[config.mk]
export PLATFORM = sky130hd
export DESIGN_NAME = tlp_txresp_cntrl
export DESIGN_NICKNAME = d
export VERILOG_FILES = /design/src/source/cpl_pkg.sv /design/src/source/cpl_ifs.sv /design/src/source/tlp_txresp_cntrl.sv /design/src/source/cpl_hdr_build.sv /design/src/source/cpl_credit_track.sv /design/src/source/cpl_split_fsm.sv /design/src/source/pnd_rd_decode.sv
export VERILOG_INCLUDE_DIRS = /design/src /design/src/source
export SDC_FILE = /design/constraint.sdc
export NUM_CORES = 1
export LEC_CHECK = 0
export BUFFER_PORTS_ARGS = -buffer_cell sky130_fd_sc_hd__buf_2
export CAP_MARGIN = 20
export CELL_PAD_IN_SITES_DETAIL_PLACEMENT = 1
export CELL_PAD_IN_SITES_GLOBAL_PLACEMENT = 1
export CORE_MARGIN = 3
export CORE_UTILIZATION = 35
export CTS_BUF_LIST = sky130_fd_sc_hd__clkbuf_16
export CTS_CLUSTER_SIZE = 24
export DETAILED_ROUTE_END_ITERATION = 12
export PLACE_DENSITY_LB_ADDON = 0.1
export SETUP_SLACK_MARGIN = 0.5
export SLEW_MARGIN = 20
export SYNTH_ARGS = -nofsm -noshare
export SYNTH_HDL_FRONTEND = slang
export SYNTH_SLANG_ARGS = --single-unit
[constraint.sdc]
create_clock -name AvlClk_i -period 2.45 [get_ports AvlClk_i]
set_input_delay 0.3675 -clock AvlClk_i [delete_from_list [all_inputs] [get_ports AvlClk_i]]
set_output_delay 0.3675 -clock AvlClk_i [all_outputs]
set_load 0.05 [all_outputs]
[src/source/cpl_defs.svh]
`ifndef CPL_DEFS_SVH
`define CPL_DEFS_SVH

// word widths
`define PND_WORD_W       57
`define CPL_HDR_W        99
`define BCNT_W           13
`define CREDIT_W         11
`define CPLBUFF_ADDR_W   9
`define CMD_USEDW_W      4
`define DEVCSR_W         32

// completion sizing
`define RCB_BYTES        128
`define BYTES_PER_BEAT   16
`define CREDIT_WINDOW    1024
`define CMD_FIFO_LIMIT   8
`define MAX_PLD_SMALL    128
`define MAX_PLD_LARGE    256

// max payload selector inside the device control register
`define DEVCSR_MPS_MSB   7
`define DEVCSR_MPS_LSB   5
`define MPS_SEL_W        3

// pending read word fields
`define PND_TAG_MSB      7
`define PND_TAG_LSB      0
`define PND_DWADDR_MSB   14
`define PND_DWADDR_LSB   10
`define PND_FLUSH_BIT    15
`define PND_REQID_MSB    31
`define PND_REQID_LSB    16
`define PND_DWLEN_MSB    42
`define PND_DWLEN_LSB    32
`define PND_FBE_MSB      46
`define PND_FBE_LSB      43
`define PND_ATTR_MSB     48
`define PND_ATTR_LSB     47
`define PND_TC_MSB       51
`define PND_TC_LSB       49
`define PND_LBE_MSB      55
`define PND_LBE_LSB      52
`define PND_UNS_BIT      56

`endif
[src/source/cpl_pkg.sv]
package cpl_pkg;

  // bytes dropped from the byte count by the first byte enable
  function automatic logic [1:0] first_byte_mask(input logic [3:0] fbe);
    case (fbe)
      4'b0001, 4'b0010, 4'b0100, 4'b1000:
        return 2'd3;
      4'b0011, 4'b0110, 4'b1100:
        return 2'd2;
      4'b0111, 4'b1110:
        return 2'd1;
      default:
        return 2'd0;
    endcase
  endfunction

  // trailing bytes dropped by the last byte enable
  function automatic logic [1:0] last_byte_mask(input logic [3:0] lbe);
    case (lbe)
      4'b0111:
        return 2'd1;
      4'b0011:
        return 2'd2;
      4'b0001:
        return 2'd3;
      default:
        return 2'd0;
    endcase
  endfunction

  // avalon reads whole 16-byte lines, so some data comes back unused
  function automatic logic [4:0] over_read_bytes(input logic [3:0] addr_lo,
                                                 input logic [1:0] len_lo,
                                                 input logic       len_gte4);
    logic [4:0] bytes;
    bytes = 5'd0;
    if (addr_lo[1:0] == 2'b00)
    begin
      case (len_lo)
        2'b00:
          bytes = (len_gte4 && addr_lo[3:2] != 2'b00) ? 5'd16 : 5'd0;
        2'b01:
          bytes = 5'd12;
        2'b10:
          bytes = (addr_lo[3:2] == 2'b11) ? 5'd24 : 5'd8;
        default:
          bytes = addr_lo[3] ? 5'd20 : 5'd4;
      endcase
    end
    return bytes;
  endfunction

  // address of the first enabled byte, a flush points at its dword
  function automatic logic [6:0] lower_address(input logic [4:0] dw_addr,
                                               input logic [3:0] fbe,
                                               input logic       flush);
    if (flush)
      return {dw_addr, 2'b00};
    else if (fbe[0])
      return {dw_addr, 2'b00};
    else if (fbe[1])
      return {dw_addr, 2'b01};
    else if (fbe[2])
      return {dw_addr, 2'b10};
    else if (fbe[3])
      return {dw_addr, 2'b11};
    else
      return 7'd0;
  endfunction

endpackage

[src/source/cpl_ifs.sv]
`timescale 1ns/100ps
`include "cpl_defs.svh"

// decoded fields of the pending read in service
interface rd_req_if;
  logic [7:0]  tag;
  logic [15:0] req_id;
  logic [1:0]  attr;
  logic [2:0]  tc;
  logic [10:0] dw_len;
  logic        flush;
  logic        uns_rd;
  logic [7:0]  bytes_to_rcb;
  logic [2:0]  bytes_mask;
  logic [4:0]  over_rd;
  logic [6:0]  lower_addr;

  modport src (output tag, req_id, attr, tc, dw_len, flush, uns_rd,
               bytes_to_rcb, bytes_mask, over_rd, lower_addr);
  modport snk (input tag, req_id, attr, tc, dw_len, flush, uns_rd,
               bytes_to_rcb, bytes_mask, over_rd, lower_addr);
endinterface

// FSM phase strobes and per-completion sizes
interface cpl_phase_if;
  logic              load;
  logic              wait_first;
  logic              wait_max;
  logic              wait_last;
  logic              pipe;
  logic              send_first;
  logic              send_max;
  logic              send_last;
  logic [`BCNT_W-1:0] first_bytes;
  logic [`BCNT_W-1:0] max_bytes;
  logic [`BCNT_W-1:0] last_bytes;
  logic [11:0]       remain_bytes;
  logic              first_cpl;

  modport src (output load, wait_first, wait_max, wait_last, pipe, send_first,
               send_max, send_last, first_bytes, max_bytes, last_bytes,
               remain_bytes, first_cpl);
  modport snk (input load, wait_first, wait_max, wait_last, pipe, send_first,
               send_max, send_last, first_bytes, max_bytes, last_bytes,
               remain_bytes, first_cpl);
endinterface

[src/source/tlp_txresp_cntrl.sv]
`timescale 1ns/100ps
`include "cpl_defs.svh"

module tlp_txresp_cntrl
(
  input  logic                       AvlClk_i,
  input  logic                       Rstn_i,
  input  logic                       RxPndgRdFifoEmpty_i,
  input  logic [`PND_WORD_W-1:0]     RxPndgRdFifoDato_i,
  output logic                       RxPndgRdFifoRdReq_o,
  input  logic                       TxReadDataValid_i,
  output logic [`CPL_HDR_W-1:0]      CplReqHeader_o,
  output logic                       CplReqWr_o,
  input  logic [`CMD_USEDW_W-1:0]    CmdFifoUsedw_i,
  output logic [`CPLBUFF_ADDR_W-1:0] CplRamWrAddr_o,
  input  logic                       CmdFifoBusy_i,
  input  logic [`DEVCSR_W-1:0]       DevCsr_i,
  output logic                       TxRespIdle_o
);

  logic payload_ok;

  rd_req_if    req_bus ();
  cpl_phase_if phase_bus ();

  pnd_rd_decode u_pnd_rd_decode (
    .AvlClk_i    (AvlClk_i),
    .Rstn_i      (Rstn_i),
    .pnd_word_i  (RxPndgRdFifoDato_i),
    .first_cpl_i (phase_bus.first_cpl),
    .req         (req_bus.src)
  );

  cpl_split_fsm u_cpl_split_fsm (
    .AvlClk_i         (AvlClk_i),
    .Rstn_i           (Rstn_i),
    .pnd_empty_i      (RxPndgRdFifoEmpty_i),
    .dev_csr_i        (DevCsr_i[`DEVCSR_MPS_MSB:`DEVCSR_MPS_LSB]),
    .cmd_fifo_usedw_i (CmdFifoUsedw_i),
    .cmd_fifo_busy_i  (CmdFifoBusy_i),
    .payload_ok_i     (payload_ok),
    .req              (req_bus.snk),
    .phase            (phase_bus.src),
    .rd_req_o         (RxPndgRdFifoRdReq_o),
    .cpl_wr_o         (CplReqWr_o),
    .idle_o           (TxRespIdle_o)
  );

  cpl_credit_track u_cpl_credit_track (
    .AvlClk_i       (AvlClk_i),
    .Rstn_i         (Rstn_i),
    .beat_valid_i   (TxReadDataValid_i),
    .req            (req_bus.snk),
    .phase          (phase_bus.snk),
    .payload_ok_o   (payload_ok),
    .cplbuff_addr_o (CplRamWrAddr_o)
  );

  cpl_hdr_build u_cpl_hdr_build (
    .req       (req_bus.snk),
    .phase     (phase_bus.snk),
    .cpl_hdr_o (CplReqHeader_o)
  );

endmodule

[src/source/cpl_hdr_build.sv]
`timescale 1ns/100ps
`include "cpl_defs.svh"

module cpl_hdr_build
(
  rd_req_if.snk                 req,
  cpl_phase_if.snk              phase,
  output logic [`CPL_HDR_W-1:0] cpl_hdr_o
);

  logic [`BCNT_W-1:0] bytes_sent;
  logic [8:0]         hdr_dw_len;

  // payload announced by this header, a flush returns one dword
  always_comb
  begin
    bytes_sent = '0;
    if (phase.send_first)
      bytes_sent = phase.first_bytes;
    else if (phase.send_max)
      bytes_sent = phase.max_bytes;
    else if (phase.send_last && req.flush && !req.uns_rd)
      bytes_sent = `BCNT_W'(4);
    else if (phase.send_last && !req.uns_rd)
      bytes_sent = phase.last_bytes;
  end

  assign hdr_dw_len = req.uns_rd ? 9'd0 : bytes_sent[10:2];

  assign cpl_hdr_o = {3'b000,
                      req.attr,
                      hdr_dw_len,
                      req.tc,
                      phase.remain_bytes,
                      req.flush,
                      1'b1,
                      4'h0,
                      32'h0,
                      req.uns_rd,
                      req.req_id,
                      req.tag,
                      req.lower_addr};

endmodule

[src/source/cpl_credit_track.sv]
`timescale 1ns/100ps
`include "cpl_defs.svh"

module cpl_credit_track
(
  input  logic                       AvlClk_i,
  input  logic                       Rstn_i,
  input  logic                       beat_valid_i,
  rd_req_if.snk                      req,
  cpl_phase_if.snk                   phase,
  output logic                       payload_ok_o,
  output logic [`CPLBUFF_ADDR_W-1:0] cplbuff_addr_o
);

  logic [`CREDIT_W-1:0] limit_cntr;
  logic [`CREDIT_W-1:0] consumed_cntr;
  logic [`CREDIT_W-1:0] required_reg;
  logic [`CREDIT_W-1:0] available;
  logic [`BCNT_W-1:0]   actual_bytes;

  // data really taken from the buffer, none for flush or unsupported
  always_comb
  begin
    actual_bytes = '0;
    if (phase.send_first)
      actual_bytes = phase.first_bytes;
    else if (phase.send_max)
      actual_bytes = phase.max_bytes;
    else if (phase.send_last && !req.flush && !req.uns_rd)
      actual_bytes = phase.last_bytes;
  end

  // bytes returned from avalon
  always_ff @(posedge AvlClk_i or negedge Rstn_i)
  begin
    if (!Rstn_i)
      limit_cntr <= '0;
    else if (beat_valid_i)
      limit_cntr <= limit_cntr + `CREDIT_W'(`BYTES_PER_BEAT);
  end

  always_ff @(posedge AvlClk_i or negedge Rstn_i)
  begin
    if (!Rstn_i)
      consumed_cntr <= '0;
    else if (phase.load && !req.flush && !req.uns_rd)
      consumed_cntr <= consumed_cntr + `CREDIT_W'(req.over_rd);
    else if (phase.send_first || phase.send_max || phase.send_last)
      consumed_cntr <= consumed_cntr + actual_bytes[`CREDIT_W-1:0];
  end

  always_ff @(posedge AvlClk_i or negedge Rstn_i)
  begin
    if (!Rstn_i)
      required_reg <= '0;
    else if (phase.wait_first)
      required_reg <= consumed_cntr + phase.first_bytes[`CREDIT_W-1:0];
    else if (phase.wait_max)
      required_reg <= consumed_cntr + phase.max_bytes[`CREDIT_W-1:0];
    else if (phase.wait_last)
      required_reg <= consumed_cntr + phase.last_bytes[`CREDIT_W-1:0];
  end

  // a shortfall wraps past the window
  assign available = limit_cntr - required_reg;

  always_ff @(posedge AvlClk_i or negedge Rstn_i)
  begin
    if (!Rstn_i)
      payload_ok_o <= 1'b0;
    else
      payload_ok_o <= phase.pipe && (available <= `CREDIT_WINDOW);
  end

  // one buffer line per beat, wraps at the buffer depth
  always_ff @(posedge AvlClk_i or negedge Rstn_i)
  begin
    if (!Rstn_i)
      cplbuff_addr_o <= '0;
    else if (beat_valid_i)
      cplbuff_addr_o <= cplbuff_addr_o + 1'b1;
  end

endmodule

[src/source/cpl_split_fsm.sv]
`timescale 1ns/100ps
`include "cpl_defs.svh"

module cpl_split_fsm
(
  input  logic                    AvlClk_i,
  input  logic                    Rstn_i,
  input  logic                    pnd_empty_i,
  input  logic [`MPS_SEL_W-1:0]   dev_csr_i,
  input  logic [`CMD_USEDW_W-1:0] cmd_fifo_usedw_i,
  input  logic                    cmd_fifo_busy_i,
  input  logic                    payload_ok_i,
  rd_req_if.snk                   req,
  cpl_phase_if.src                phase,
  output logic                    rd_req_o,
  output logic                    cpl_wr_o,
  output logic                    idle_o
);

  // one-hot state bit positions
  localparam int s_idle       = 0;
  localparam int s_read       = 1;
  localparam int s_load       = 2;
  localparam int s_wait_data  = 3;
  localparam int s_send_first = 4;
  localparam int s_send_last  = 5;
  localparam int s_send_max   = 6;
  localparam int s_done       = 7;
  localparam int s_wait_first = 8;
  localparam int s_wait_max   = 9;
  localparam int s_wait_last  = 10;
  localparam int s_pipe_first = 11;
  localparam int s_pipe_max   = 12;
  localparam int s_pipe_last  = 13;

  logic [13:0]        state;
  logic [13:0]        state_nxt;
  logic               cmd_ok;
  logic               first_sreg;
  logic [`BCNT_W-1:0] curr_bcnt;
  logic [`BCNT_W-1:0] max_payload;
  logic [`BCNT_W-1:0] rcb_bytes;

  assign cmd_ok      = !cmd_fifo_busy_i && (cmd_fifo_usedw_i < `CMD_FIFO_LIMIT);
  assign max_payload = (dev_csr_i == 3'b000) ? `BCNT_W'(`MAX_PLD_SMALL) :
                                               `BCNT_W'(`MAX_PLD_LARGE);
  assign rcb_bytes   = `BCNT_W'(req.bytes_to_rcb);

  always_ff @(posedge AvlClk_i or negedge Rstn_i)
  begin
    if (!Rstn_i)
      state <= 14'd1 << s_idle;
    else
      state <= state_nxt;
  end

  always_comb
  begin
    state_nxt = '0;
    case (1'b1)
      state[s_idle]:
        state_nxt[pnd_empty_i ? s_idle : s_read] = 1'b1;
      state[s_read]:
        state_nxt[s_load] = 1'b1;
      state[s_load]:
        state_nxt[s_wait_data] = 1'b1;
      state[s_wait_data]:
      begin
        if (!cmd_ok)
          state_nxt[s_wait_data] = 1'b1;
        else if (first_sreg && (req.flush || req.uns_rd))
          state_nxt[s_send_last] = 1'b1;
        else if (first_sreg)
          state_nxt[(curr_bcnt > rcb_bytes) ? s_wait_first : s_wait_last] = 1'b1;
        else
          state_nxt[(curr_bcnt > max_payload) ? s_wait_max : s_wait_last] = 1'b1;
      end
      state[s_wait_first]:
        state_nxt[s_pipe_first] = 1'b1;
      state[s_wait_max]:
        state_nxt[s_pipe_max] = 1'b1;
      state[s_wait_last]:
        state_nxt[s_pipe_last] = 1'b1;
      state[s_pipe_first]:
        state_nxt[(payload_ok_i && cmd_ok) ? s_send_first : s_pipe_first] = 1'b1;
      state[s_pipe_max]:
        state_nxt[(payload_ok_i && cmd_ok) ? s_send_max : s_pipe_max] = 1'b1;
      state[s_pipe_last]:
        state_nxt[(payload_ok_i && cmd_ok) ? s_send_last : s_pipe_last] = 1'b1;
      state[s_send_first]:
        state_nxt[s_wait_data] = 1'b1;
      state[s_send_max]:
        state_nxt[s_wait_data] = 1'b1;
      state[s_send_last]:
        state_nxt[s_done] = 1'b1;
      default:
        state_nxt[s_idle] = 1'b1;
    endcase
  end

  // set at load, cleared once the first header is out
  always_ff @(posedge AvlClk_i or negedge Rstn_i)
  begin
    if (!Rstn_i)
      first_sreg <= 1'b0;
    else if (state[s_load])
      first_sreg <= 1'b1;
    else if (state[s_send_first] || state[s_send_last])
      first_sreg <= 1'b0;
  end

  // bytes still to be completed
  always_ff @(posedge AvlClk_i or negedge Rstn_i)
  begin
    if (!Rstn_i)
      curr_bcnt <= '0;
    else if (state[s_load])
      curr_bcnt <= {req.dw_len, 2'b00};
    else if (state[s_send_first])
      curr_bcnt <= curr_bcnt - rcb_bytes;
    else if (state[s_send_max])
      curr_bcnt <= curr_bcnt - max_payload;
    else if (state[s_send_last])
      curr_bcnt <= '0;
  end

  always_ff @(posedge AvlClk_i or negedge Rstn_i)
  begin
    if (!Rstn_i)
    begin
      phase.first_bytes  <= '0;
      phase.max_bytes    <= '0;
      phase.last_bytes   <= '0;
      phase.remain_bytes <= '0;
    end
    else
    begin
      phase.first_bytes  <= rcb_bytes;
      phase.max_bytes    <= max_payload;
      phase.last_bytes   <= curr_bcnt;
      // the masks trim the header byte count to the enabled bytes
      phase.remain_bytes <= req.flush ? 12'd1 : curr_bcnt[11:0] - 12'(req.bytes_mask);
    end
  end

  assign phase.load       = state[s_load];
  assign phase.wait_first = state[s_wait_first];
  assign phase.wait_max   = state[s_wait_max];
  assign phase.wait_last  = state[s_wait_last];
  assign phase.pipe       = state[s_pipe_first] | state[s_pipe_max] | state[s_pipe_last];
  assign phase.send_first = state[s_send_first];
  assign phase.send_max   = state[s_send_max];
  assign phase.send_last  = state[s_send_last];
  // high one cycle early so the decoder registers the first byte mask
  assign phase.first_cpl  = state[s_load] | first_sreg;

  assign rd_req_o = state[s_read];
  assign cpl_wr_o = state[s_send_first] | state[s_send_max] | state[s_send_last];
  assign idle_o   = state[s_idle] & pnd_empty_i;

endmodule

[src/source/pnd_rd_decode.sv]
`timescale 1ns/100ps
`include "cpl_defs.svh"

module pnd_rd_decode
(
  input  logic                   AvlClk_i,
  input  logic                   Rstn_i,
  input  logic [`PND_WORD_W-1:0] pnd_word_i,
  input  logic                   first_cpl_i,
  rd_req_if.src                  req
);

  import cpl_pkg::*;

  logic [4:0] dw_addr;
  logic [6:0] rd_addr;
  logic [3:0] fbe;
  logic [3:0] lbe;
  logic [2:0] mask_sum;

  assign dw_addr = pnd_word_i[`PND_DWADDR_MSB:`PND_DWADDR_LSB];
  assign rd_addr = {dw_addr, 2'b00};
  assign fbe     = pnd_word_i[`PND_FBE_MSB:`PND_FBE_LSB];
  assign lbe     = pnd_word_i[`PND_LBE_MSB:`PND_LBE_LSB];

  // fields taken straight from the FIFO word
  assign req.tag    = pnd_word_i[`PND_TAG_MSB:`PND_TAG_LSB];
  assign req.req_id = pnd_word_i[`PND_REQID_MSB:`PND_REQID_LSB];
  assign req.attr   = pnd_word_i[`PND_ATTR_MSB:`PND_ATTR_LSB];
  assign req.tc     = pnd_word_i[`PND_TC_MSB:`PND_TC_LSB];
  assign req.dw_len = pnd_word_i[`PND_DWLEN_MSB:`PND_DWLEN_LSB];
  assign req.flush  = pnd_word_i[`PND_FLUSH_BIT];
  assign req.uns_rd = pnd_word_i[`PND_UNS_BIT];

  // used once, at load time
  assign req.over_rd = over_read_bytes(rd_addr[3:0], req.dw_len[1:0], |req.dw_len[10:2]);

  // only the first completion loses the leading disabled bytes
  assign mask_sum = (first_cpl_i ? {1'b0, first_byte_mask(fbe)} : 3'd0) +
                    {1'b0, last_byte_mask(lbe)};

  always_ff @(posedge AvlClk_i or negedge Rstn_i)
  begin
    if (!Rstn_i)
    begin
      req.bytes_to_rcb <= 8'd0;
      req.bytes_mask   <= 3'd0;
      req.lower_addr   <= 7'd0;
    end
    else
    begin
      req.bytes_to_rcb <= 8'(`RCB_BYTES) - {1'b0, rd_addr};
      req.bytes_mask   <= mask_sum;
      // later completions start on a boundary
      req.lower_addr   <= first_cpl_i ? lower_address(dw_addr, fbe, req.flush) : 7'd0;
    end
  end

endmodule

==> results of run 1 <==
## where the power goes
| group | switching [µW] | total [µW] | internal [µW] |
|---|---|---|---|
| Sequential | 659 | 2990 | 2330 |
| Clock | 711 | 1510 | 800 |
| Combinational | 2790 | 5040 | 2250 |
| Total | 4160 | 9540 | 5380 |
## stage by stage
stage | area [µm²] | std cells | TNS (ns)
finish | 9380 | 1147 | -0.157
global route | 9380 | 1147 | -0.724
CTS | 8790 | 1126 | -0.265
detailed placement | 7760 | 1085 | -2.75
global placement | 7760 | 1085 | -2.41
floorplan | 7040 | 757 | -0.0398
## cells by family after synthesis
group	share of synthesized area (%)
simple gates	15.4
compound gates	14.3
xor+xnor	6.50
flops	40.5
fa+ha+maj	10.2
mux	1.73
other cells	0.111
buf+inv	11.2
## cell usage in the layout, fill, tap and decap left out, types with 22 or more instances in the layout
master	Yosys	layout
dfrtp_1	108	101
buf_4	71	94
buf_2	3	65
nor2_1	66	52
conb_1	2	46
nand2_1	44	40
buf_6	0	33
ha_1	47	32
inv_1	38	31
xor2_1	23	23
xnor2_1	27	23
a21oi_1	36	22
## what timing repair did
item | 4_1_cts | 5_1_grt
setup buffers | 23 | 21
cloned | 1 | 0
pin swaps | 46 | 65
gates resized for setup | 137 | 97
endpoints found under the hold margin | 32 | 0
hold buffers | 1 | 0
setup endpoints to repair | 38 | 42
## area by class of cell
| cell class | instances | area, µm² |
|---|---|---|
| clock buffer | 9 | 225 |
| inverter | 39 | 156 |
| clock inverter | 7 | 73.8 |
| sequential | 109 | 2740 |
| timing repair buffer | 204 | 1580 |
| multi-input combinational | 519 | 4270 |
| fill | 2100 | 9460 |
| tap | 260 | 325 |
## worst max path at each step
stage                                  start                              endpoint  slack (ns)
global placement      RxPndgRdFifoDato_i[39]  u_cpl_credit_track.consumed_cntr[10]       -0.57
CTS                 u_cpl_split_fsm.state[6]  u_cpl_credit_track.consumed_cntr[10]       -0.11
finish              u_cpl_split_fsm.state[6]  u_cpl_credit_track.consumed_cntr[10]       -0.08
detailed placement    RxPndgRdFifoDato_i[39]  u_cpl_credit_track.consumed_cntr[10]       -0.67
floorplan           u_cpl_split_fsm.state[4]  u_cpl_credit_track.consumed_cntr[10]       -0.04
global route        u_cpl_split_fsm.state[6]  u_cpl_credit_track.consumed_cntr[10]       -0.22
## layer usage
layer	vias to the layer above	track usage (%)	share of wire [%]
li1	2705	-	-
met3	40	3.75	3.6
met4	0	6.14	2.3
met1	2863	24.2	43
met2	142	32.4	51
met5	-	0	0
==> results.md, run 1 <==
* R2r setup slk at -0.08 ns
* # rows at 50
* Share of cells above drive strength 1 at 41.0%
* Netlist cell types at 62
* Grt ovf at 0
* Failing checks: negative setup slack
* Clk_skew at 0.00903 ns
* Die width at 145 µm
* GPL Wtd Cong at 0.843
* Worst path slowest cell: dfrtp_1
* Highest cell delay on the worst timing path at 0.41 ns
* Hold depth at 2
* Top post-synthesis cells by area: dfrtp_1 40%, ha_1 8.7%, buf_4 7.9%
* First-pass GRT wire length at 31000 µm
* CORE AREA at 18800 µm²
* Setup slack at placement at -0.670 ns
* Post-layout util at 49.8%
* Final Power at 9540 µW
* Startpoint class of the critical path: flop
* Minimum clock period at 2.53 ns
* Max Cap Viol at 0
* Top Registers: u_cpl_split_fsm.state x13, u_cpl_split_fsm.phase.remain_bytes x12
* Final Max Slew Viols at 0
* Reg-to-reg endpoint: u_cpl_credit_track.consumed_cntr[10]
* Fmax at 395 MHz
* PwrDens at 1020 nW/µm²
* Starting Density at 35.8%
* First drt pass iteration count at 4
* Most common cell in the netlist: dfrtp_1
* Clock sink total at 109
* Tcrit/Tclk final at 103%
* Worst reg2reg startpoint: u_cpl_split_fsm.state[6]
* Max reg flops at 13
* Post-synth top area share at 40.1%
* Yosys warning count at 0
* Synth area leader: dfrtp_1
* CTS root buf: clkbuf_16
* CTS tree: yes
* Vias in the first global route at 5918
* Min Hold Slack at 0.178 ns
* Post-synthesis cell count at 713
* # diodes at 0
* Peak supply drop at 0.000376 V
* Main synth FF type: dfrtp_1
* HPWL Detailed at 14600 µm
* Crit-path cells: buf_6 -> buf_6 -> buf_8 -> nor2b_4 -> a32oi_1 -> nor2_1 -> a21oi_2 -> nor2_1 -> ha_1 -> o21a_1 -> o21a_1 -> o22ai_2 -> mux2i_1 -> xnor2_1
* Layout Nets at 1032
* Delay-heaviest family, CP: compound AO/OA/AOI/OAI gates
* Critical path peak fanout at 5
* Routed wire length per instance at 17.9 µm
* Pleak at 0.00432 µW
* Slew @ Worst Pin at 0.805 ns
* Clk_lat worst skew at 0.35 ns
* Chip height at 145 µm
* Routed wire length at 20500 µm
* Most flops, register: u_cpl_split_fsm.state
* Commonest cells post-synth: 108 x dfrtp_1, 71 x buf_4, 66 x nor2_1, 47 x ha_1, 44 x nand2_1
* H-tree Lvls at 3
* # setup viols final at 2
* Largest net degree at the start of global routing at 53
* Synth Cell Area at 6740 µm²
* Critical path endpoint category: flop
* Worst-path clk slew at 0.08 ns
* Crit path DAT at 2.81 ns
* Area grow syn2layout at 39.1%
* All-Layer GR Usage at 19.0%
* Port bufs at 76
* Hold Crit Start: RxPndgRdFifoEmpty_i
* Die area at 21000 µm²
* WS Path Type: flop to flop
* Worst hold endpoint: u_cpl_split_fsm.state[1]
* Post-synthesis sequential area ratio at 40.5%
* Clock Tree Buf Depth at 2
* CP Depth at 14
* RSZ-0062 raised after global routing: true
* Io pins at 209
* Number of DRC markers in iteration 0 at 219
* Worst r2r path cells at 14
* Post-synth EDFFs at 0
* Antenna-violating nets left at 0
* Initial antenna violation count at 0
* Outcome: finished, violations left
* Synthesized area per cell at 9.45 µm²
* Worst Hold Class: input port to flop
* Worst endpoint required time at 2.73 ns
* Via density per instance at 5.01
* Vias after detailed routing at 5750
* Num CTS Buffers at 9
* Setup ws final at -0.0788 ns
* Buf/Inv on CP at 3
* DRC at 0
* Slew HR at 46.4%
* Post-synth ARST share at 100%
* Post-synthesis register bit count at 109
* Final Hold Viols at 0
No activity file was read; power rests on OpenSTA's default activity.
==> inputs of run 2 (changes only) <==
--- a/config.mk
+++ b/config.mk
@@ -11,12 +11,13 @@
 export CELL_PAD_IN_SITES_DETAIL_PLACEMENT = 1
 export CELL_PAD_IN_SITES_GLOBAL_PLACEMENT = 1
 export CORE_MARGIN = 3
-export CORE_UTILIZATION = 35
+export CORE_UTILIZATION = 42
 export CTS_BUF_LIST = sky130_fd_sc_hd__clkbuf_16
 export CTS_CLUSTER_SIZE = 24
 export DETAILED_ROUTE_END_ITERATION = 12
 export PLACE_DENSITY_LB_ADDON = 0.1
 export SETUP_SLACK_MARGIN = 0.5
+export SKIP_LAST_GASP = 1
 export SLEW_MARGIN = 20
 export SYNTH_ARGS = -nofsm -noshare
 export SYNTH_HDL_FRONTEND = slang
==> constraint.sdc (replaced) <==
create_clock -name AvlClk_i -period 3.25 [get_ports AvlClk_i]
set_input_delay 0.4875 -clock AvlClk_i [delete_from_list [all_inputs] [get_ports AvlClk_i]]
set_output_delay 0.4875 -clock AvlClk_i [all_outputs]
set_load 0.05 [all_outputs]
==> results.md, run 2 (synthesis gave the netlist of run 1 again) <==
* Antenna-violating nets left at 0 (unchanged)
* Max Cap Viol at 0 (unchanged)
* Clock Tree Buf Depth at 2 (unchanged)
* Crit path DAT at 2.96 ns (+0.15 ns)
* Non-filler cells, final at 996 (-13%)
* Critical path peak fanout at 5 (unchanged)
* Clk_lat worst skew at 0.35 ns (about the same)
* Routed wire length per instance at 17.4 µm (-2.8%)
* Outcome: completed
* # setup viols final at 0 (-2)
* WS Path Type: flop to flop
* FILL cells at 1851 (-12%)
* # diodes at 0 (unchanged)
* Highest cell delay on the worst timing path at 0.46 ns (+0.05 ns)
* Final Max Slew Viols at 0 (unchanged)
* Most flops, register: u_cpl_split_fsm.state
* Final Power at 5990 µW (-37%)
* Die width at 133 µm (-8.4%)
* Crit path capture: u_cpl_credit_track.consumed_cntr[10]
* Num CTS Buffers at 9 (unchanged)
* Layout Nets at 930 (-9.9%)
* Starting Density at 43.7% (+7.9 points)
* Most common cell after layout, fill and taps aside: dfrtp_1
* Worst reg2reg startpoint: u_cpl_split_fsm.state[5]
* Final Hold Viols at 0 (unchanged)
* Pleak at 0.00367 µW (-15%)
* Vias after detailed routing at 5231 (-9.0%)
* Switching Share at 43.6% (about the same)
* Top Registers: u_cpl_split_fsm.state x13, u_cpl_split_fsm.phase.remain_bytes x12
* Area grow syn2layout at 12.2%
* GPL Wtd Cong at 0.897 (+6.4%)
* CP most frequent cell: nor2_1
* Pint at 3380 µW (-37%)
* Crit-path cells: nand2b_4 -> nor4_4 -> buf_4 -> a221oi_2 -> nor2_1 -> ha_1 -> a211oi_1 -> nor2_1 -> nor3_2 -> o21bai_2 -> o22ai_2 -> mux2i_1 -> xnor2_1
* Clk pwr share at 18.5% (+2.7 points)
* Reg-to-reg endpoint: u_cpl_credit_track.consumed_cntr[10]
* Fmax at 372 MHz (-6.0%)
* Met2 usage at 35.5% (+3.1 points)
* Max reg flops at 13 (unchanged)
* Initial antenna violation count at 0 (unchanged)
* Clk_skew at 0.00809 ns (-0.000938 ns)
* First-pass GRT wire length at 28700 µm (-7.5%)
* # rows at 45 (-10%)
* Critical path endpoint category: flop
* CP Launch Point: u_cpl_split_fsm.state[5]
* Met1 Use GR at 24.6% (+0.44 points)
* DRC at 0 (unchanged)
* Largest net degree at the start of global routing at 70 (+32%)
* Routed wire length at 17300 µm (-16%)
* CTS root buf: clkbuf_16
* Via density per instance at 5.25 (+4.8%)
* Number of DRC markers in iteration 0 at 182 (-17%)
* Minimum clock period at 2.69 ns (+0.163 ns)
* First drt pass iteration count at 4 (unchanged)
* Share of cells above drive strength 1 at 19.4% (-22 points)
* H-tree Lvls at 3 (unchanged)
* Peak supply drop at 0.000362 V (-3.7%)
* Worst r2r path cells at 13 (-1)
* Grt ovf at 0 (unchanged)
* Most Used Layer, Global Route: met2
* Worst Hold Class: input port to async pin
* Min Hold Slack at 0.120 ns (-0.0581 ns)
* CTS tree: yes
* Comb power frac at 44.2% (-8.6 points)
* Placed cell count at 973 (-10%)
* Io pins at 209 (unchanged)
* Slew @ Worst Pin at 0.849 ns (+0.0444 ns)
* Met3 usage at 3.92% (+0.17 points)
* Worst path slowest cell: dfrtp_2
* Vias in the first global route at 5609 (-5.2%)
* CORE AREA at 15400 µm² (-18%)
* Chip height at 133 µm (-8.4%)
* Startpoint class of the critical path: flop
* Post-layout util at 49.0% (-0.76 points)
* Most frequent cells in the layout: 106 x dfrtp_1, 75 x buf_2, 65 x nor2_1
* All-Layer GR Usage at 20.0% (+1.0 points)
* Die area at 17600 µm² (-16%)
* Worst endpoint required time at 3.52 ns (+0.79 ns)
* Port bufs at 76 (unchanged)
* Clock sink total at 109 (unchanged)
* PwrDens at 792 nW/µm² (-22%)
* RSZ-0062 raised after global routing: true
* P_sw at 2610 µW (-37%)
* Seq pwr share at 37.4% (+6.0 points)
* Tcrit/Tclk final at 82.8% (-20 points)
* Worst-path clk slew at 0.07 ns (about the same)
* CTS hold repair buffers at 0 (-1)
* R2r setup slk at 0.56 ns (+0.64 ns)
* HPWL Detailed at 13400 µm (-8.2%)
* Slew HR at 43.1% (-3.3 points)
* Setup_tns at 0 ns (+0.157 ns)
[run 2: stage by stage]
step,setup slack [ns],area (µm²)
final,0.558,7560
after global routing,0.420,7560
after CTS,0.438,7450
after detailed placement,0.0504,7110
after global placement,0.0730,7110
after floorplan,0.527,6910
[run 2: metal layers]
metal  up-vias  wire [µm]
met5         -          0
met4         0        360
met3        37        687
met2       123       8880
met1      2587       7360
li1       2484          -
[run 2: worst min path at each step]
stage | to | slack [ns] | depth (start not counted)
after floorplan | u_cpl_credit_track.consumed_cntr[0] | 0.19 | 0
final | u_cpl_credit_track.required_reg[1] | 0.12 | 1
after global routing | u_cpl_credit_track.consumed_cntr[5] | 0.15 | 1
after global placement | u_cpl_split_fsm.phase.first_bytes[3] | 0.37 | 0
after detailed placement | u_cpl_split_fsm.phase.first_bytes[3] | 0.37 | 0
after CTS | u_cpl_credit_track.consumed_cntr[5] | 0.13 | 1
[run 2: cell type report]
cell class                 count  area (µm²)  area share [%]
multi-input combinational    519        3530            46.7
sequential                   109        2730            36.1
timing repair buffer         102         594            7.86
tap                          211         264            3.49
clock buffer                   9         225            2.98
inverter                      39         146            1.94
clock inverter                 7        67.6           0.893
[run 2: power by group through the flow]
stage          Combinational [µW]  Clock, µW  Sequential, µW
3_3_place_gp                 2460          0            2230
5_1_grt                      2940       1210            2310
6_report                     2650       1110            2240
3_5_place_dp                 2570          0            2260
4_1_cts                      2590       1150            2240
2_1_floorplan                1810          0            2430
[run 2: repair_timing]
item                       in CTS  in global routing
hold endpoints to repair        0                  0
setup buffers                   2                  5
gates resized for setup         7                 22
setup endpoints to repair       3                  8
pin swaps                       1                 10
[run 2: critical path: cells and delay by family (launching register included)]
kind            cells  cell delay, ns
compound gates      4            0.77
flops               1            0.46
mux                 1            0.26
xor+xnor            1            0.15
buf+inv             1            0.15
fa+ha+maj           1            0.22
simple gates        5            0.60
==> inputs of run 3 (changes only) <==
--- a/config.mk
+++ b/config.mk
@@ -6,12 +6,13 @@
 export SDC_FILE = /design/constraint.sdc
 export NUM_CORES = 1
 export LEC_CHECK = 0
+export ABC_AREA = 1
 export BUFFER_PORTS_ARGS = -buffer_cell sky130_fd_sc_hd__buf_2
 export CAP_MARGIN = 20
 export CELL_PAD_IN_SITES_DETAIL_PLACEMENT = 1
 export CELL_PAD_IN_SITES_GLOBAL_PLACEMENT = 1
 export CORE_MARGIN = 3
-export CORE_UTILIZATION = 42
+export CORE_UTILIZATION = 38
 export CTS_BUF_LIST = sky130_fd_sc_hd__clkbuf_16
 export CTS_CLUSTER_SIZE = 24
 export DETAILED_ROUTE_END_ITERATION = 12
==> constraint.sdc (replaced) <==
create_clock -name AvlClk_i -period 2.8 [get_ports AvlClk_i]
set_input_delay 0.42 -clock AvlClk_i [delete_from_list [all_inputs] [get_ports AvlClk_i]]
set_output_delay 0.42 -clock AvlClk_i [all_outputs]
set_load 0.05 [all_outputs]
==> results.md, run 3 <==
* First drt pass iteration count at 6 (+2)
* Worst Hold Class: input port to async pin
* RSZ-0062 raised after global routing: true
* Clock sink total at 109 (unchanged)
* # diodes at 0 (unchanged)
* Pleak at 0.00439 µW (+20%)
* Mux cell area share after synthesis at 0% (-1.7 points)
* Startpoint class of the critical path: flop
* Combinational family with the most area after synthesis: simple AND/OR/NAND/NOR gates
* Num CTS Buffers at 9 (unchanged)
* Fmax at 441 MHz (+19%)
* Clk_skew at 0.0121 ns (+0.00397 ns)
* Main synth FF type: dfrtp_1
* Post-synth EDFFs at 0 (unchanged)
* Clock Tree Buf Depth at 2 (unchanged)
* Top Registers: u_cpl_split_fsm.state x13, u_cpl_split_fsm.phase.remain_bytes x12
* CTS root buf: clkbuf_16
* Most common cell in the netlist: nand2_1
* Setup_tns at 0 ns (unchanged)
* Antenna-violating nets left at 0 (unchanged)
* Clk_lat worst skew at 0.36 ns (about the same)
* Via density per instance at 4.88 (-7.1%)
* Die width at 144 µm (+8.8%)
* DRC at 0 (unchanged)
* Minimum clock period at 2.27 ns (-0.424 ns)
* Critical path peak fanout at 5 (unchanged)
* H-tree Lvls at 3 (unchanged)
* FILL cells at 2309 (+25%)
* Synth Area in Simple Gates at 24.0% (+8.5 points)
* Post-synthesis cell count at 921 (+29%)
* Synth Area in Compound Gates at 9.76% (-4.6 points)
* CORE AREA at 18400 µm² (+19%)
* Adder-Cell Fraction of Synth Area at 9.45% (-0.76 points)
* Most common cell after layout, fill and taps aside: nand2_1
* Port bufs at 76 (unchanged)
* Outcome: completed
* Synth Cell Area at 7280 µm² (+8.0%)
* Commonest cells post-synth: 184 x nand2_1, 130 x inv_1, 108 x dfrtp_1, 74 x buf_4, 74 x nor2_1
* HPWL Detailed at 15700 µm (+17%)
* Yosys warning count at 0 (unchanged)
* Synth area leader: dfrtp_1
* Layout Nets at 1155 (+24%)
* CTS tree: yes
* Peak supply drop at 0.000446 V (+23%)
* Final Max Slew Viols at 0 (unchanged)
* Number of DRC markers in iteration 0 at 237 (+30%)
* Worst-path clk slew at 0.08 ns (about the same)
* First-pass GRT wire length at 31600 µm (+10%)
* Crit path DAT at 2.52 ns (-0.44 ns)
* Worst endpoint required time at 3.05 ns (-0.47 ns)
* Routed wire length at 19900 µm (+15%)
* Max Cap Viol at 0 (unchanged)
* Routed wire length per instance at 16.1 µm (-7.5%)
* # setup viols final at 0 (unchanged)
* Vias in the first global route at 6087 (+8.5%)
* CTS hold repair buffers at 0 (unchanged)
* Post-synth top area share at 37.1% (-3.0 points)
* Area grow syn2layout at 13.5%
* All-Layer GR Usage at 19.4% (-0.62 points)
* Slew @ Worst Pin at 0.582 ns (-0.267 ns)
* Slew HR at 61.2% (+18 points)
* Die area at 20900 µm² (+18%)
* Most flops, register: u_cpl_split_fsm.state
* Grt ovf at 0 (unchanged)
* Post-synthesis register bit count at 109 (unchanged)
* Max reg flops at 13 (unchanged)
* Final Hold Viols at 0 (unchanged)
* Worst r2r path cells at 14 (+1)
* PwrDens at 914 nW/µm² (+15%)
* Netlist cell types at 53 (-15%)
* Most frequent cells in the layout: 179 x nand2_1, 130 x inv_1, 105 x dfrtp_1
* Synthesized area per cell at 7.91 µm² (-16%)
* Post-layout util at 44.9% (-4.1 points)
* Vias after detailed routing at 6042 (+16%)
* Initial antenna violation count at 0 (unchanged)
* WS Path Type: flop to flop
* Starting Density at 39.6% (-4.1 points)
* Final Power at 7550 µW (+26%)
* Chip height at 144 µm (+8.8%)
* # rows at 49 (+8.9%)
* Top post-synthesis cells by area: dfrtp_1 37%, nand2_1 9.5%, ha_1 8.1%
* Synth Area in XOR/XNOR at 3.85% (-2.6 points)
* GPL Wtd Cong at 0.850 (-5.3%)
* Critical path endpoint category: flop
* Largest net degree at the start of global routing at 46 (-34%)
* Post-synthesis sequential area ratio at 37.5% (-3.0 points)
* Io pins at 209 (unchanged)
* Post-synth ARST share at 100% (unchanged)
* Tcrit/Tclk final at 81.0% (-1.8 points)
* Share of cells above drive strength 1 at 18.6% (-0.75 points)
## run 3: changes by cell type after synthesis, moves of 9 or more
cell      change
nand2_1     +140
inv_1        +92
nand3_1      +59
xnor2_1      -15
clkbuf_1     -12
a211oi_1     -10
and2_1       -10
a21o_1        -9
## run 3: power by group
part	internal [µW]	leakage (µW)	switching [µW]
clock network	701	0.000147	644
registers	2040	0.00134	488
logic	1190	0.00290	2490
## run 3: logic make-up (layout without fill, tap and decap cells)
kind of cell | Yosys count | after routing
AOI/OAI and AO/OA | 122 | 122
buffers and inverters | 216 | 261
xor gates and xnor gates | 32 | 32
and+or+nand+nor | 388 | 388
DFF | 109 | 109
adders and majority gates | 52 | 52
other | 2 | 46
## run 3: worst paths after layout
check / startpoint / to / slack, ns
hold / removal: Rstn_i / u_cpl_credit_track.consumed_cntr[5] / 0.05
hold reg to reg: u_pnd_rd_decode.req.bytes_to_rcb[4] / u_cpl_split_fsm.phase.first_bytes[4] / 0.37
setup / recovery: u_cpl_split_fsm.state[6] / u_cpl_credit_track.consumed_cntr[9] / 0.53
min in group AvlClk_i: RxPndgRdFifoDato_i[10] / u_pnd_rd_decode.req.bytes_to_rcb[2] / 0.21
setup reg to reg: u_cpl_split_fsm.state[6] / u_cpl_credit_track.consumed_cntr[9] / 0.53
max in group asynchronous: Rstn_i / u_cpl_split_fsm.phase.remain_bytes[6] / 1.97
## run 3: per-stage QoR
step | area (µm²) | setup slack, ns | hold slack, ns | std cells
after global placement | 7680 | 0.0648 | 0.365 | 1211
after detailed placement | 7680 | 0.0617 | 0.366 | 1211
after global routing | 8270 | 0.437 | 0.0876 | 1239
final | 8270 | 0.532 | 0.0452 | 1239
after floorplan | 7450 | 0.558 | 0.124 | 965
after CTS | 8090 | 0.483 | 0.0718 | 1232
## run 3: timing repair
action	CTS	global route
pin swaps	4	20
hold endpoints to repair	0	0
endpoints found under the setup margin	10	11
buffers inserted	5	7
gates resized for setup	14	34
## run 3: critical path, stage by stage, from the launching register on
cell and delay [ns]:
dfrtp_2 0.42, nor2_4 0.06, buf_4 0.16, a32oi_2 0.24
buf_4 0.16, nor2_2 0.04, ha_4 0.30, nand2_1 0.09
nor2_2 0.16, o21ai_1 0.09, buf_4 0.15, nand3_1 0.07
nand2_1 0.05, nand3_1 0.08, nand2_1 0.06
## run 3: metal layers
layer | global-route usage (%) | vias to the layer above | wire length, µm
li1 | - | 3031 | -
met2 | 32.6 | 92 | 9850
met1 | 25.6 | 2899 | 9040
met4 | 5.94 | 0 | 346
met3 | 3.47 | 20 | 671
met5 | 0 | - | 0
## run 3: final cells by class
type                            instances  area (µm²)  share of cell area [%]
Inverter                              135         517                    6.25
Clock buffer                            9         225                    2.72
Timing Repair Buffer                  110         658                    7.96
Multi-Input combinational cell        640        3770                    45.6
Tap cell                              229         287                    3.47
Clock inverter                          7        73.8                   0.893
Sequential cell                       109        2730                    33.1
